### config.mk
export PLATFORM = sky130hd
export DESIGN_NAME = dbus_decoder
export DESIGN_NICKNAME = d
export VERILOG_FILES = /design/src/soc_pkg.sv /design/src/dbus_decoder.sv
export SDC_FILE = /design/constraint.sdc
export NUM_CORES = 1
export LEC_CHECK = 0
export ABC_AREA = 1
export ABC_CLOCK_PERIOD_IN_PS = 1700
export BUFFER_PORTS_ARGS = -buffer_cell sky130_fd_sc_hd__buf_2
export CORE_ASPECT_RATIO = 0.9
export CORE_MARGIN = 4
export CORE_UTILIZATION = 37
export CTS_BUF_LIST = sky130_fd_sc_hd__clkbuf_4 sky130_fd_sc_hd__clkbuf_8
export DETAILED_ROUTE_END_ITERATION = 8
export GPL_ROUTABILITY_DRIVEN = 0
export PLACE_DENSITY = 0.93
export SYNTH_ARGS = -nofsm -noshare
export SYNTH_HDL_FRONTEND = slang
export SYNTH_SLANG_ARGS = --single-unit
export TNS_END_PERCENT = 50
### constraint.sdc
create_clock -name clk -period 1.7 [get_ports clk]
set_input_delay 0.17 -clock clk [delete_from_list [all_inputs] [get_ports clk]]
set_output_delay 0.17 -clock clk [all_outputs]
set_load 0.005 [all_outputs]
### src/soc_pkg.sv
`default_nettype none

package soc_pkg;

    typedef logic [31:0] addr_t; // byte address
    typedef logic [31:0] data_t;
    typedef logic [3:0]  be_t;   // one bit per byte lane

    typedef enum logic [1:0] {
        SEL_RAM,
        SEL_GPIO,
        SEL_TICK,
        SEL_NONE
    } slave_sel_e;

    // address map
    parameter addr_t RAM_BASE  = 32'h0000_0000;
    parameter addr_t GPIO_BASE = 32'h1FD0_F000;
    parameter addr_t TICK_BASE = 32'h1FD0_F100;

    // gpio register offsets
    parameter logic [7:0] GPIO_OUT_OFS = 8'h00;
    parameter logic [7:0] GPIO_IN_OFS  = 8'h04;

    parameter int SEG_DIGITS = 8;

endpackage

`default_nettype wire

### src/dbus_decoder.sv
`timescale 1ns/100ps
`default_nettype none

module dbus_decoder #(
    parameter int RAM_WORDS = 256
) (
    input  wire                    clk,
    input  wire                    rst_n,
    input  wire soc_pkg::addr_t    bus_addr_i,
    input  wire                    bus_rd_i,
    input  wire                    bus_wr_i,
    output soc_pkg::data_t         bus_rdata_o,
    output logic                   bus_stall_o,
    output logic                   ram_rd_o,
    output logic                   ram_wr_o,
    output logic [$clog2(RAM_WORDS)-1:0] ram_idx_o,
    input  wire soc_pkg::data_t    ram_rdata_i,
    input  wire                    ram_stall_i,
    output logic                   gpio_rd_o,
    output logic                   gpio_wr_o,
    output logic [7:0]             gpio_ofs_o,
    input  wire soc_pkg::data_t    gpio_rdata_i,
    output logic                   tick_wr_o,
    input  wire soc_pkg::data_t    tick_rdata_i
);

    localparam int IW = $clog2(RAM_WORDS);

    soc_pkg::slave_sel_e sel_d, sel, sel_q;
    soc_pkg::addr_t      ram_ofs;
    logic                locked_q; // access stalled last cycle

    assign ram_ofs = bus_addr_i - soc_pkg::RAM_BASE;

    always_comb begin
        if (ram_ofs[31:2] < 30'(RAM_WORDS))
            sel_d = soc_pkg::SEL_RAM;
        else if (bus_addr_i[31:8] == soc_pkg::GPIO_BASE[31:8])
            sel_d = soc_pkg::SEL_GPIO;
        else if (bus_addr_i[31:8] == soc_pkg::TICK_BASE[31:8])
            sel_d = soc_pkg::SEL_TICK;
        else
            sel_d = soc_pkg::SEL_NONE;
    end

    // target stays locked while the access is stalled
    assign sel = locked_q ? sel_q : sel_d;

    always_ff @(posedge clk or negedge rst_n) begin
        if (!rst_n) begin
            sel_q    <= soc_pkg::SEL_NONE;
            locked_q <= 1'b0;
        end else begin
            sel_q    <= sel;
            locked_q <= bus_stall_o;
        end
    end

    assign ram_rd_o   = bus_rd_i && (sel == soc_pkg::SEL_RAM);
    assign ram_wr_o   = bus_wr_i && (sel == soc_pkg::SEL_RAM);
    assign ram_idx_o  = ram_ofs[IW+1:2];
    assign gpio_rd_o  = bus_rd_i && (sel == soc_pkg::SEL_GPIO);
    assign gpio_wr_o  = bus_wr_i && (sel == soc_pkg::SEL_GPIO);
    assign gpio_ofs_o = bus_addr_i[7:0];
    assign tick_wr_o  = bus_wr_i && (sel == soc_pkg::SEL_TICK);

    assign bus_stall_o = (sel == soc_pkg::SEL_RAM) && ram_stall_i;

    always_comb begin
        case (sel)
            soc_pkg::SEL_RAM:  bus_rdata_o = ram_rdata_i;
            soc_pkg::SEL_GPIO: bus_rdata_o = gpio_rdata_i;
            soc_pkg::SEL_TICK: bus_rdata_o = tick_rdata_i;
            default:           bus_rdata_o = '0; // unmapped
        endcase
    end

endmodule

`default_nettype wire

Word-level counts from Yosys, hierarchy flattened
Cells that the tools add are included.
- register bits after elaboration: 3
- input bits: 133
- output and inout bits: 54
- word-level logic and storage cells: 19
- magnitude comparators: 1
- equality and inequality tests: 4
- mux-type cells: 5
- reductions and logical operators: 7
- operator list (operator ; number):
    32-bit case mux with 3 select lines ; 1
    24-bit by 21-bit == test with 1-bit output, second input constant ; 2
    30-bit by 9-bit < comparator with 1-bit output, second input constant ; 1
    1-bit logical AND ; 6
    2-bit two-way mux ; 3
    2-bit by 1-bit == test with 1-bit output, second input constant ; 1
    2-bit == test, second input constant ; 1
    2-bit zero test ; 1
    1-bit two-way mux ; 1

Longest topological paths before layout
Gate-level depths: netlist (run 1).
- depth after elaboration: 7
- depth in mapped cells: 12

Least setup slack after synthesis (run 1)
Ideal clock, no wire load.
- path kind: reg-to-output
- from: register locked_q
- to: output port bus_rdata_o[12]
- arrival time: 1.200 ns
- data required time: 1.530 ns
- slack: 0.330 ns
- cell stages (with the launch flop): 7
- path through: dfrtp_1 inv_1 or2_2 nand2_4 buf_4 nand3_1 nand3_2
- longest elaborated chain between the ends: 3
- elaborated cells on any way between the ends: 5
- those cells by class: eq/ne (2); mux (2); reduce/logical (1)
- RTL lines (element ; line ; RTL):
    start, declared ; dbus_decoder.sv:31 ; logic locked_q;
    start signal, assigned ; dbus_decoder.sv:55 ; locked_q <= bus_stall_o;
    2-bit two-way mux * ; dbus_decoder.sv:47 ; assign sel = locked_q ? sel_q : sel_d;
    2-bit == test, or another cell as far along ; dbus_decoder.sv:70 ; case (sel)
    32-bit case mux with 3 select lines * ; dbus_decoder.sv:70 ;
    end, declared ; dbus_decoder.sv:12 ; output soc_pkg::data_t bus_rdata_o,
Mark *: on every way between the ends. The rest lies on a longest branch, timed or not.

Worst setup path after layout (run 1)
- from: input port bus_addr_i[31]
- to: output port bus_rdata_o[18]
- longest elaborated chain between the ends: 7
- elaborated cells on any way between the ends: 11
- those cells by class: order compare (1); eq/ne (4); mux (5); reduce/logical (1)
- RTL lines (element ; line ; RTL):
    start, declared ; dbus_decoder.sv:9 ; input wire soc_pkg::addr_t bus_addr_i,
    branches (longest 3 deep; another with 30-bit by 9-bit < comparator with 1-bit output) ; - ;
    2-bit two-way mux * ; dbus_decoder.sv:36 ; if (ram_ofs[31:2] < 30'(RAM_WORDS))
    2-bit two-way mux * ; dbus_decoder.sv:47 ;
    2-bit == test, or another cell as far along ; dbus_decoder.sv:70 ;
    32-bit case mux with 3 select lines * ; dbus_decoder.sv:70 ;
Mark *: on every way between the ends.

==> metrics.md, run 1 <==
| Metric | Value |
|---|---|
| Area growth, synth to finish | `60.66%` |
| GR Util All Layers | `20.80%` |
| Later-pin clock latency in the skew report | `0.22 ns` |
| Hpwl dp | `5138 um` |
| Vias in the first global route | `2224` |
| Worst-path clk slew | `0.03 ns` |
| Row count | `23` |
| DIE AREA | `6018 um^2` |
| Synth warn | `0` |
| Final WS setup | `0.007670 ns` |
| Wl on met1 | `2334 um` |
| P per Cell Area | `175.7 nW/um^2` |
| Sequential area share after synthesis | `4.333%` |
| Clock Skews | `0.001458 ns` |
| Post-Synthesis Cell Area | `1790 um^2` |
| Synth area leader | `nand3_2` |
| Worst path required time | `1.53 ns` |
| DRC Markers | `0` |
| Minimum clock period | `1.692 ns` |
| Crit end category | `output port` |
| Number of CTS-inserted buffers | `3` |
| Final slew viol count | `0` |
| GR Overflow Total | `0` |
| Vias/cell | `4.964` |
| Internal reg-to-reg setup slack | `0.43 ns` |
| Mean routed wirelength per cell | `14.98 um` |
| Fin crit share | `99.55%` |
| Cell area after layout | `2877 um^2` |
| Filler cells | `370` |
| Commonest cells after routing, fill and taps aside | `buf_2, nand3_2, nand2_1` |
| #FFs+latches synth | `3` |
| Share of cells above drive strength 1 | `83.25%` |
| Iter 0 DRT Violations | `61` |
| Area share of the largest cell type after synthesis | `50.31%` |
| Peak supply drop | `133.2 uV` |
| First-pass GRT wire length | `9880 um` |
| Initial core utilization | `39.13%` |
| Slew headroom | `83.59%` |
| Port buffer count | `164` |
| Clk buf depth | `2` |
| Yosys cell types | `19` |
| CORE AREA | `4576 um^2` |
| Most common cell after layout, fill and taps aside | `buf_2` |
| # clock sinks | `3` |
| Chip Width | `81.33 um` |
| Antenna cells | `0` |
| Largest cells by area after synthesis | `nand3_2, nand2_1, buf_4, nor2_1, buf_12` |
| Hold Vio Cnt, Final | `0` |
| Final WL | `6741 um` |
| Metal2 WL | `3856 um` |
| Post-synthesis cell count | `236` |
| Final setup violation count | `0` |
| Final ANT Viol Nets | `0` |
| Fmax | `590.9 MHz` |
| CTS tree | `built` |
| Type of origin of the critical path | `primary input` |
| Clk root buf | `clkbuf_8` |
| DR vias | `2234` |
| Crit path max fanout | `8` |
| Final nets | `522` |
| Synthesized Nets | `369` |
| Min-delay worst type | `primary input to async pin` |
| First-pass DRT Iterations | `5` |
| Arrival time at the worst endpoint | `1.52 ns` |
| Met3 WL | `428 um` |
| Die height | `74.00 um` |
| Pre-CTS WS | `-0.02165 ns` |
| Max layer used | `met4` |
| Worst slew pin tran | `0.2462 ns` |
| MaxCap Viol Count | `0` |
| Critical path type | `primary input to output port` |
| Leakage Power | `0.001646 uW` |
| Largest net degree at the start of global routing | `33` |
| Avg Inst Size Synth | `7.587 um^2` |
| Status | `finished, final reports clean` |
| # IOs | `187` |
| RSZ-0062 raised after global routing | `true` |
| Cell Area, Placed | `2497 um^2` |
| Max H-tree Level | `1` |
| Initial antenna violation count | `0` |
final timing paths:
kind,start,to,cells past startpoint
hold reg to reg,sel_q[1],sel_q[1],3
hold / removal,rst_n,locked_q,2
min in group clk,ram_stall_i,locked_q,4
max in group asynchronous,rst_n,sel_q[0],2
setup / recovery,bus_addr_i[31],bus_rdata_o[18],12
setup reg to reg,locked_q,locked_q,6
critical path: stages:
cell and delay, ns:
buf_2 0.10, nor2_2 0.11, nand2_1 0.07, nor2_2 0.16
nand3_4 0.12, nand3_4 0.10, nand2_8 0.11, nor2_8 0.17
clkbuf_16 0.19, nand2_2 0.05, nand3_2 0.05, buf_2 0.10
cell families after synthesis:
group	after synthesis	synth area share (%)
DFF	3	4.332
buffers and inverters	46	20.41
and+or+nand+nor	187	75.26
power breakdown:
group          internal (uW)  switching [uW]  leakage [uW]
clock network            176            46.4     0.0000262
logic                    121            90.3       0.00158
registers               72.1       0.0000123     0.0000350
through the flow:
| stage | util (%) | instances | total power (uW) | setup TNS (ns) | hold WS, ns |
|---|---|---|---|---|---|
| 4_1_cts | 59.50 | 449 | 492.2 | -0.01805 | 0.2884 |
| 6_report | 62.87 | 450 | 505.3 | 0 | 0.2919 |
| 5_1_grt | 62.87 | 450 | 535.9 | -1.953 | 0.3151 |
| 3_3_place_gp | 54.58 | 440 | 252.9 | 0 | -0.03736 |
| 3_5_place_dp | 54.58 | 440 | 261.0 | -0.1259 | -0.02983 |
| 2_1_floorplan | - | 236 | 125.7 | 0 | -0.1256 |
timing repair:
item | 4_1_cts | 5_1_grt
hold buffers | 1 | 0
setup endpoints to repair | 34 | 38
gates resized for setup | 20 | 46
hold endpoints to repair | 3 | 0
buffers inserted | 2 | 1
gates cloned | 2 | 2
pin swaps | 2 | 19
cells in the mapped netlist:
master / count
buf_12: 3
buf_4: 22
buf_6: 5
buf_8: 1
dfrtp_1: 1
dfstp_2: 2
inv_1: 13
inv_12: 1
inv_2: 1
nand2_1: 52
nand2_4: 3
nand3_1: 12
nand3_2: 90
nor2_1: 23
nor2_2: 2
nor2_4: 2
nor2_8: 1
nor3_2: 1
or2_2: 1
metal layers:
metal | track usage, % | vias to the layer above
met2 | 40.60 | 113
met4 | 8.443 | 0
met1 | 22.74 | 1033
met5 | 0 | -
li1 | - | 1073
met3 | 2.058 | 15
state kept, by name, indices dropped and copies added, names as in the netlist:
signal / flops
sel_q: 2
locked_q: 1
final cells by class:
class | count | area, um^2 | share of cell area (%)
timing repair buffer | 179 | 1076 | 37.41
tap | 62 | 77.57 | 2.697
sequential | 3 | 77.57 | 2.697
inverter | 15 | 71.32 | 2.479
multi-input combinational | 187 | 1525 | 53.02
clock buffer | 4 | 48.80 | 1.696
(Power assumes the default switching activity.)
==> run 2: changes to the inputs <==
--- a/config.mk
+++ b/config.mk
@@ -9,7 +9,7 @@
 export ABC_CLOCK_PERIOD_IN_PS = 1700
 export BUFFER_PORTS_ARGS = -buffer_cell sky130_fd_sc_hd__buf_2
 export CORE_ASPECT_RATIO = 0.9
-export CORE_MARGIN = 4
+export CORE_MARGIN = 3
 export CORE_UTILIZATION = 37
 export CTS_BUF_LIST = sky130_fd_sc_hd__clkbuf_4 sky130_fd_sc_hd__clkbuf_8
 export DETAILED_ROUTE_END_ITERATION = 8
==> run 2 against run 1 <==
Effect of this change: the flow now finishes with violations (setup timing); worst setup slack got worse by 0.041 ns; power increased by 0.27%; largest cell class unchanged; final area about the same; clock power about the same; combinational power increased by 2%; final cell count increased by 0.67%; sequential power about the same; flip-flop and latch count unchanged; worst hold slack got worse by 0.0081 ns; critical path type unchanged; largest power group unchanged.
==> metrics.md, run 2 (synthesis results as in run 1) <==
| Metric | Value |
|---|---|
| Hpwl dp | `5278 um (+2.7%)` |
| Final setup violation count | `17 (+17)` |
| Layout Cells excl Fill | `453 (+0.67%)` |
| Min-delay worst type | `primary input to async pin` |
| Port buffer count | `164 (unchanged)` |
| Antenna cells | `0 (unchanged)` |
| Critical path type | `primary input to output port` |
| Vias in the first global route | `2225 (+0.045%)` |
| Type of origin of the critical path | `primary input` |
| Status | `complete, but fails checks` |
| Area growth, synth to finish | `60.73% (about the same)` |
| DRC Markers | `0 (unchanged)` |
| Worst-path clk slew | `0.03 ns (about the same)` |
| Leakage Power | `0.001652 uW (+0.34%)` |
| Largest register FFs | `2 (unchanged)` |
| Clk root buf | `clkbuf_8` |
| DP Cell Count | `442 (+0.45%)` |
| Final WS setup | `-0.03371 ns (-0.04139 ns)` |
| Crit path buffers/inverters | `4 (+1)` |
| Final ANT Viol Nets | `0 (unchanged)` |
| Total area of multi-input combinational cells | `1475 um^2 (-3.3%)` |
| GR Util All Layers | `20.94% (+0.14 points)` |
| Minimum clock period | `1.734 ns (+0.04139 ns)` |
| CTS tree | `built` |
| Cell mode on critical path | `nand3_2` |
| Final WL | `6615 um (-1.9%)` |
| Initial core utilization | `39.38% (+0.25 points)` |
| Filler cells | `392 (+5.9%)` |
| Mean routed wirelength per cell | `14.60 um (-2.5%)` |
| Fmax | `576.8 MHz (-2.4%)` |
| Max incr delay on CP | `0.15 ns (-0.04 ns)` |
| Share of cells above drive strength 1 | `80.56% (-2.7 points)` |
| First-pass DRT Iterations | `4 (-1)` |
| GR Overflow Total | `0 (unchanged)` |
| CORE AREA | `4547 um^2 (-0.63%)` |
| Max H-tree Level | `1 (unchanged)` |
| Hold Vio Cnt, Final | `0 (unchanged)` |
| DR vias | `2255 (+0.94%)` |
| # clock sinks | `3 (unchanged)` |
| Clock Skews | `0.001130 ns (-0.0003273 ns)` |
| # IOs | `187 (unchanged)` |
| Crit end category | `output port` |
| Largest registers | `sel_q x2, locked_q x1` |
| Largest delay share family, worst path | `simple AND/OR/NAND/NOR gates` |
| Final nets | `525 (+0.57%)` |
| CP Cell Sequence | `buf_6 > nor2_4 > nand3_2 > nor2_2 > nand3_2 > nand3_2 > nand2_4 > buf_12 > nor2_4 > buf_12 > nand2_2 > nand3_2 > buf_2` |
| RSZ-0062 raised after global routing | `true` |
| Row count | `23 (unchanged)` |
| Peak supply drop | `153.5 uV (+15%)` |
| DIE AREA | `5711 um^2 (-5.1%)` |
| Critical path's slowest cell | `buf_12` |
| Violated checks | `setup timing` |
| Die height | `72.00 um (-2.7%)` |
| Hold slack | `0.2838 ns (-0.008100 ns)` |
| Worst slew pin tran | `0.2185 ns (-0.02774 ns)` |
| Fin crit share | `102.0% (+2.4 points)` |
| Number of CTS-inserted buffers | `3 (unchanged)` |
| Later-pin clock latency in the skew report | `0.21 ns (about the same)` |
| Pwr Total | `506.7 uW (+0.27%)` |
| Crit path max fanout | `6 (-2)` |
| Final slew viol count | `0 (unchanged)` |
| MaxCap Viol Count | `0 (unchanged)` |
| Chip Width | `79.33 um (-2.5%)` |
| Slew headroom | `85.44% (+1.8 points)` |
| Sequential cell area | `77.57 um^2 (unchanged)` |
| Worst path required time | `1.53 ns (about the same)` |
| Commonest cells after routing, fill and taps aside | `buf_2, nand3_2, nand2_1` |
| Iter 0 DRT Violations | `77 (+26%)` |
| Most common cell after layout, fill and taps aside | `buf_2` |
| Final core occ | `63.29% (+0.43 points)` |
| Biggest register | `sel_q` |
| First-pass GRT wire length | `9722 um (-1.6%)` |
| P per Cell Area | `176.1 nW/um^2 (+0.23%)` |
| Largest net degree at the start of global routing | `21 (-36%)` |
| Initial antenna violation count | `0 (unchanged)` |
| Clk buf depth | `2 (unchanged)` |
| Vias/cell | `4.978 (+0.27%)` |
| Arrival time at the worst endpoint | `1.56 ns (+0.04 ns)` |
==> run 2: changes by cell type in the layout (fill, tap and decap cells not counted), sizes merged <==
cell,previous run,this run
clkinv,0,1
clkbuf,5,4
inv,15,16
buf,177,179
==> run 2: cell type report <==
cell class                 instances  share of cell area [%]
sequential                         3                   2.696
clock buffer                       4                   1.696
multi-input combinational        187                   51.26
inverter                          15                   2.870
tap                               62                   2.696
timing repair buffer             180                   38.09
timing repair inverter             2                  0.6957
==> run 2: worst paths after layout <==
kind | end | from | slack (ns) | cells after the start
worst max register to register | locked_q | sel_q[1] | 0.51 | 6
worst min register to register | sel_q[1] | sel_q[1] | 0.74 | 3
worst max-delay path | bus_rdata_o[9] | bus_addr_i[11] | -0.03 | 13
worst min-delay path | locked_q | rst_n | 0.28 | 2
min in group clk | locked_q | ram_stall_i | 0.29 | 4
max in group asynchronous | sel_q[0] | rst_n | 1.22 | 2
==> run 2: routing by layer <==
layer / vias up / global-route usage (%) / part of all wire (%)
met3: 24 / 3.226 / 6.5
met4: 0 / 8.969 / 3.2
met5: - / 0 / 0
met2: 117 / 39.91 / 54
li1: 1080 / - / -
met1: 1034 / 22.85 / 36
==> run 2: power by group <==
part / switching (uW) / total (uW) / internal [uW]
clock network: 43.7 / 219 / 175
registers: 0.0000137 / 72.1 / 72.1
logic: 93.4 / 215 / 122
total: 137 / 507 / 370
==> run 2: repair_timing <==
action,4_1_cts,5_1_grt
resized for setup,12,35
pin swaps,6,25
endpoints found under the hold margin,3,0
hold buffers,1,0
cloned,1,1
endpoints found under the setup margin,32,36
buffers inserted,1,3
==> run 2: stage by stage <==
step / setup TNS [ns] / cell area (um^2) / worst slack, ns
6_report: -0.2961 / 2878 / -0.03371
5_1_grt: -2.772 / 2878 / -0.1213
4_1_cts: -0.1897 / 2658 / -0.02711
3_5_place_dp: -0.1461 / 2550 / -0.04300
3_3_place_gp: -0.008418 / 2550 / -0.008418
2_1_floorplan: 0 / 1790 / 0.3303
==> run 3: changes to the inputs <==
--- a/config.mk
+++ b/config.mk
@@ -8,13 +8,16 @@
 export ABC_AREA = 1
 export ABC_CLOCK_PERIOD_IN_PS = 1700
 export BUFFER_PORTS_ARGS = -buffer_cell sky130_fd_sc_hd__buf_2
+export CELL_PAD_IN_SITES_DETAIL_PLACEMENT = 1
+export CELL_PAD_IN_SITES_GLOBAL_PLACEMENT = 1
 export CORE_ASPECT_RATIO = 0.9
 export CORE_MARGIN = 3
-export CORE_UTILIZATION = 37
+export CORE_UTILIZATION = 23
 export CTS_BUF_LIST = sky130_fd_sc_hd__clkbuf_4 sky130_fd_sc_hd__clkbuf_8
+export CTS_CLUSTER_SIZE = 40
 export DETAILED_ROUTE_END_ITERATION = 8
 export GPL_ROUTABILITY_DRIVEN = 0
-export PLACE_DENSITY = 0.93
+export PLACE_DENSITY = 0.91
 export SYNTH_ARGS = -nofsm -noshare
 export SYNTH_HDL_FRONTEND = slang
 export SYNTH_SLANG_ARGS = --single-unit
==> run 3 against run 2 <==
Effect of this change: the flow still finishes with violations (setup timing); first-iteration DRC count down 57%; routed wire length up 23%; final cell count up 7.9%; flip-flop and latch count unchanged; worst hold slack better by 0.022 ns; sequential share of layout area down 0.21 points; sequential power about the same; utilization down 20 points; fmax down 0.26%; non-clock buffer count up 6; critical path type unchanged; largest cell class unchanged.
==> metrics.md, run 3 (synthesis results as in run 1) <==
| Metric | Value |
|---|---|
| Leakage Power | `0.001731 uW (+4.8%)` |
| CORE AREA | `7293 um^2 (+60%)` |
| Status | `complete, but fails checks` |
| Violated checks | `setup timing` |
| First-pass DRT Iterations | `4 (unchanged)` |
| Pre-CTS WS | `-0.1014 ns (-0.05841 ns)` |
| Pwr Total | `522.6 uW (+3.1%)` |
| Number of CTS-inserted buffers | `3 (unchanged)` |
| Largest net degree at the start of global routing | `19 (-9.5%)` |
| Row count | `29 (+26%)` |
| Commonest cells after routing, fill and taps aside | `buf_2, nand3_2, nand2_1` |
| Largest register FFs | `2 (unchanged)` |
| GR Util All Layers | `15.94% (-5.0 points)` |
| Final WS setup | `-0.03819 ns (-0.004472 ns)` |
| Largest registers | `sel_q x2, locked_q x1` |
| # IOs | `187 (unchanged)` |
| Crit path max fanout | `8 (+2)` |
| Crit end category | `output port` |
| Later-pin clock latency in the skew report | `0.21 ns (about the same)` |
| Final setup violation count | `7 (-10)` |
| Port buffer count | `164 (unchanged)` |
| Initial antenna violation count | `0 (unchanged)` |
| Most common cell after layout, fill and taps aside | `buf_2` |
| Final WL | `8118 um (+23%)` |
| Final slew viol count | `0 (unchanged)` |
| Type of origin of the critical path | `primary input` |
| Max H-tree Level | `1 (unchanged)` |
| Iter 0 DRT Violations | `33 (-57%)` |
| P per Cell Area | `167.3 nW/um^2 (-5.0%)` |
| Slew headroom | `86.92% (+1.5 points)` |
| Biggest register | `sel_q` |
| Worst-path clk slew | `0.03 ns (about the same)` |
| Hold Vio Cnt, Final | `0 (unchanged)` |
| Clk root buf | `clkbuf_8` |
| Fmax | `575.3 MHz (-0.26%)` |
| Min-delay worst type | `primary input to async pin` |
| GR Overflow Total | `0 (unchanged)` |
| Critical path type | `primary input to output port` |
| Fin crit share | `102.2% (+0.26 points)` |
| DIE AREA | `8881 um^2 (+56%)` |
| RSZ-0062 raised after global routing | `true` |
| MaxCap Viol Count | `0 (unchanged)` |
| Hpwl dp | `6065 um (+15%)` |
| # clock sinks | `3 (unchanged)` |
| Area growth, synth to finish | `74.49%` |
| Final nets | `530 (+0.95%)` |
| DRC Markers | `0 (unchanged)` |
| Hold slack | `0.3055 ns (+0.02174 ns)` |
| Initial core utilization | `24.55% (-15 points)` |
| Layout Cells excl Fill | `489 (+7.9%)` |
| Minimum clock period | `1.738 ns (+0.004472 ns)` |
| Worst slew pin tran | `0.1962 ns (-0.02224 ns)` |
| Share of cells above drive strength 1 | `86.87% (+6.3 points)` |
| First-pass GRT wire length | `11670 um (+20%)` |
| Clk buf depth | `2 (unchanged)` |
| Chip Width | `99.01 um (+25%)` |
| DR vias | `2290 (+1.6%)` |
| Mean routed wirelength per cell | `16.60 um (+14%)` |
| DP Cell Count | `476 (+7.7%)` |
| Arrival time at the worst endpoint | `1.57 ns (about the same)` |
| Vias/cell | `4.683 (-5.9%)` |
| Clock Skews | `0.002001 ns (+0.0008704 ns)` |
| Vias in the first global route | `2462 (+11%)` |
| Die height | `89.71 um (+25%)` |
| CTS tree | `built` |
| Worst path required time | `1.53 ns (about the same)` |
| Peak supply drop | `154.5 uV (+0.65%)` |
| Final ANT Viol Nets | `0 (unchanged)` |
| Filler cells | `899 (+130%)` |
| Antenna cells | `0 (unchanged)` |
run 3: cell count changes in the layout (fill, tap and decap cells not counted), moves of 3 or more:
cell / before / now
nand2_1: 44 / 26
nand2_2: 7 / 19
nor2_1: 14 / 8
buf_2: 158 / 154
buf_4: 3 / 7
nand2_4: 4 / 8
nor2_4: 6 / 10
buf_6: 10 / 13
run 3: what timing repair did:
| action | 4_1_cts | 5_1_grt |
|---|---|---|
| hold endpoints to repair | 3 | 0 |
| buffers inserted | 3 | 1 |
| pin swaps | 6 | 14 |
| hold buffers | 1 | 0 |
| setup endpoints to repair | 35 | 37 |
| cloned | 2 | 2 |
| gates resized for setup | 25 | 66 |
run 3: routing by layer:
metal	vias up	track usage (%)	share of wire, %
met5	-	0	0
met4	0	5.006	3.0
met3	23	3.328	7.6
met2	109	31.21	54
met1	1068	16.55	36
li1	1090	-	-
run 3: path summary, 6_finish.rpt:
path,startpoint,to,slack [ns],depth (start not counted)
max in group asynchronous,rst_n,sel_q[0],1.20,2
min reg2reg,sel_q[1],sel_q[1],0.76,3
max,bus_addr_i[29],bus_rdata_o[23],-0.04,12
min,rst_n,locked_q,0.31,2
min in group clk,ram_stall_i,locked_q,0.31,4
max reg2reg,locked_q,locked_q,0.42,6
run 3: where the power goes:
| group | leakage (uW) | internal (uW) | switching [uW] | total (uW) |
|---|---|---|---|---|
| sequential | 0.0000350 | 72.1 | 0.0000121 | 72.1 |
| clock | 0.0000262 | 175 | 43.0 | 219 |
| combinational | 0.00167 | 126 | 105 | 232 |
run 3: area by class of cell:
type                            count  area (um^2)  share of cell area [%]
Clock buffer                        4        48.80                   1.562
Inverter                           15        72.57                   2.323
Multi-Input combinational cell    187         1585                   50.74
Sequential cell                     3        77.57                   2.483
Tap cell                           93        116.4                   3.724
Timing Repair Buffer              186         1207                   38.65
Timing Repair inverter              1        16.27                  0.5206
run 3: worst max-delay path, cell delays in order:
cell,delay [ns]
buf_2,0.11
nor2_1,0.13
nand2_2,0.08
nor2_4,0.13
nand3_4,0.10
nand3_4,0.12
nand2_8,0.09
nor2_8,0.19
buf_12,0.18
nand2_2,0.06
nand3_2,0.07
buf_2,0.12
run 3: through the flow:
stage,utilization (%),TNS (ns),area [um^2]
floorplan,-,0,1790
global placement,35.63,-0.04590,2599
detailed placement,35.63,-1.976,2599
CTS,38.46,-0.02125,2805
global route,42.84,-3.250,3124
finish,42.84,-0.1202,3124
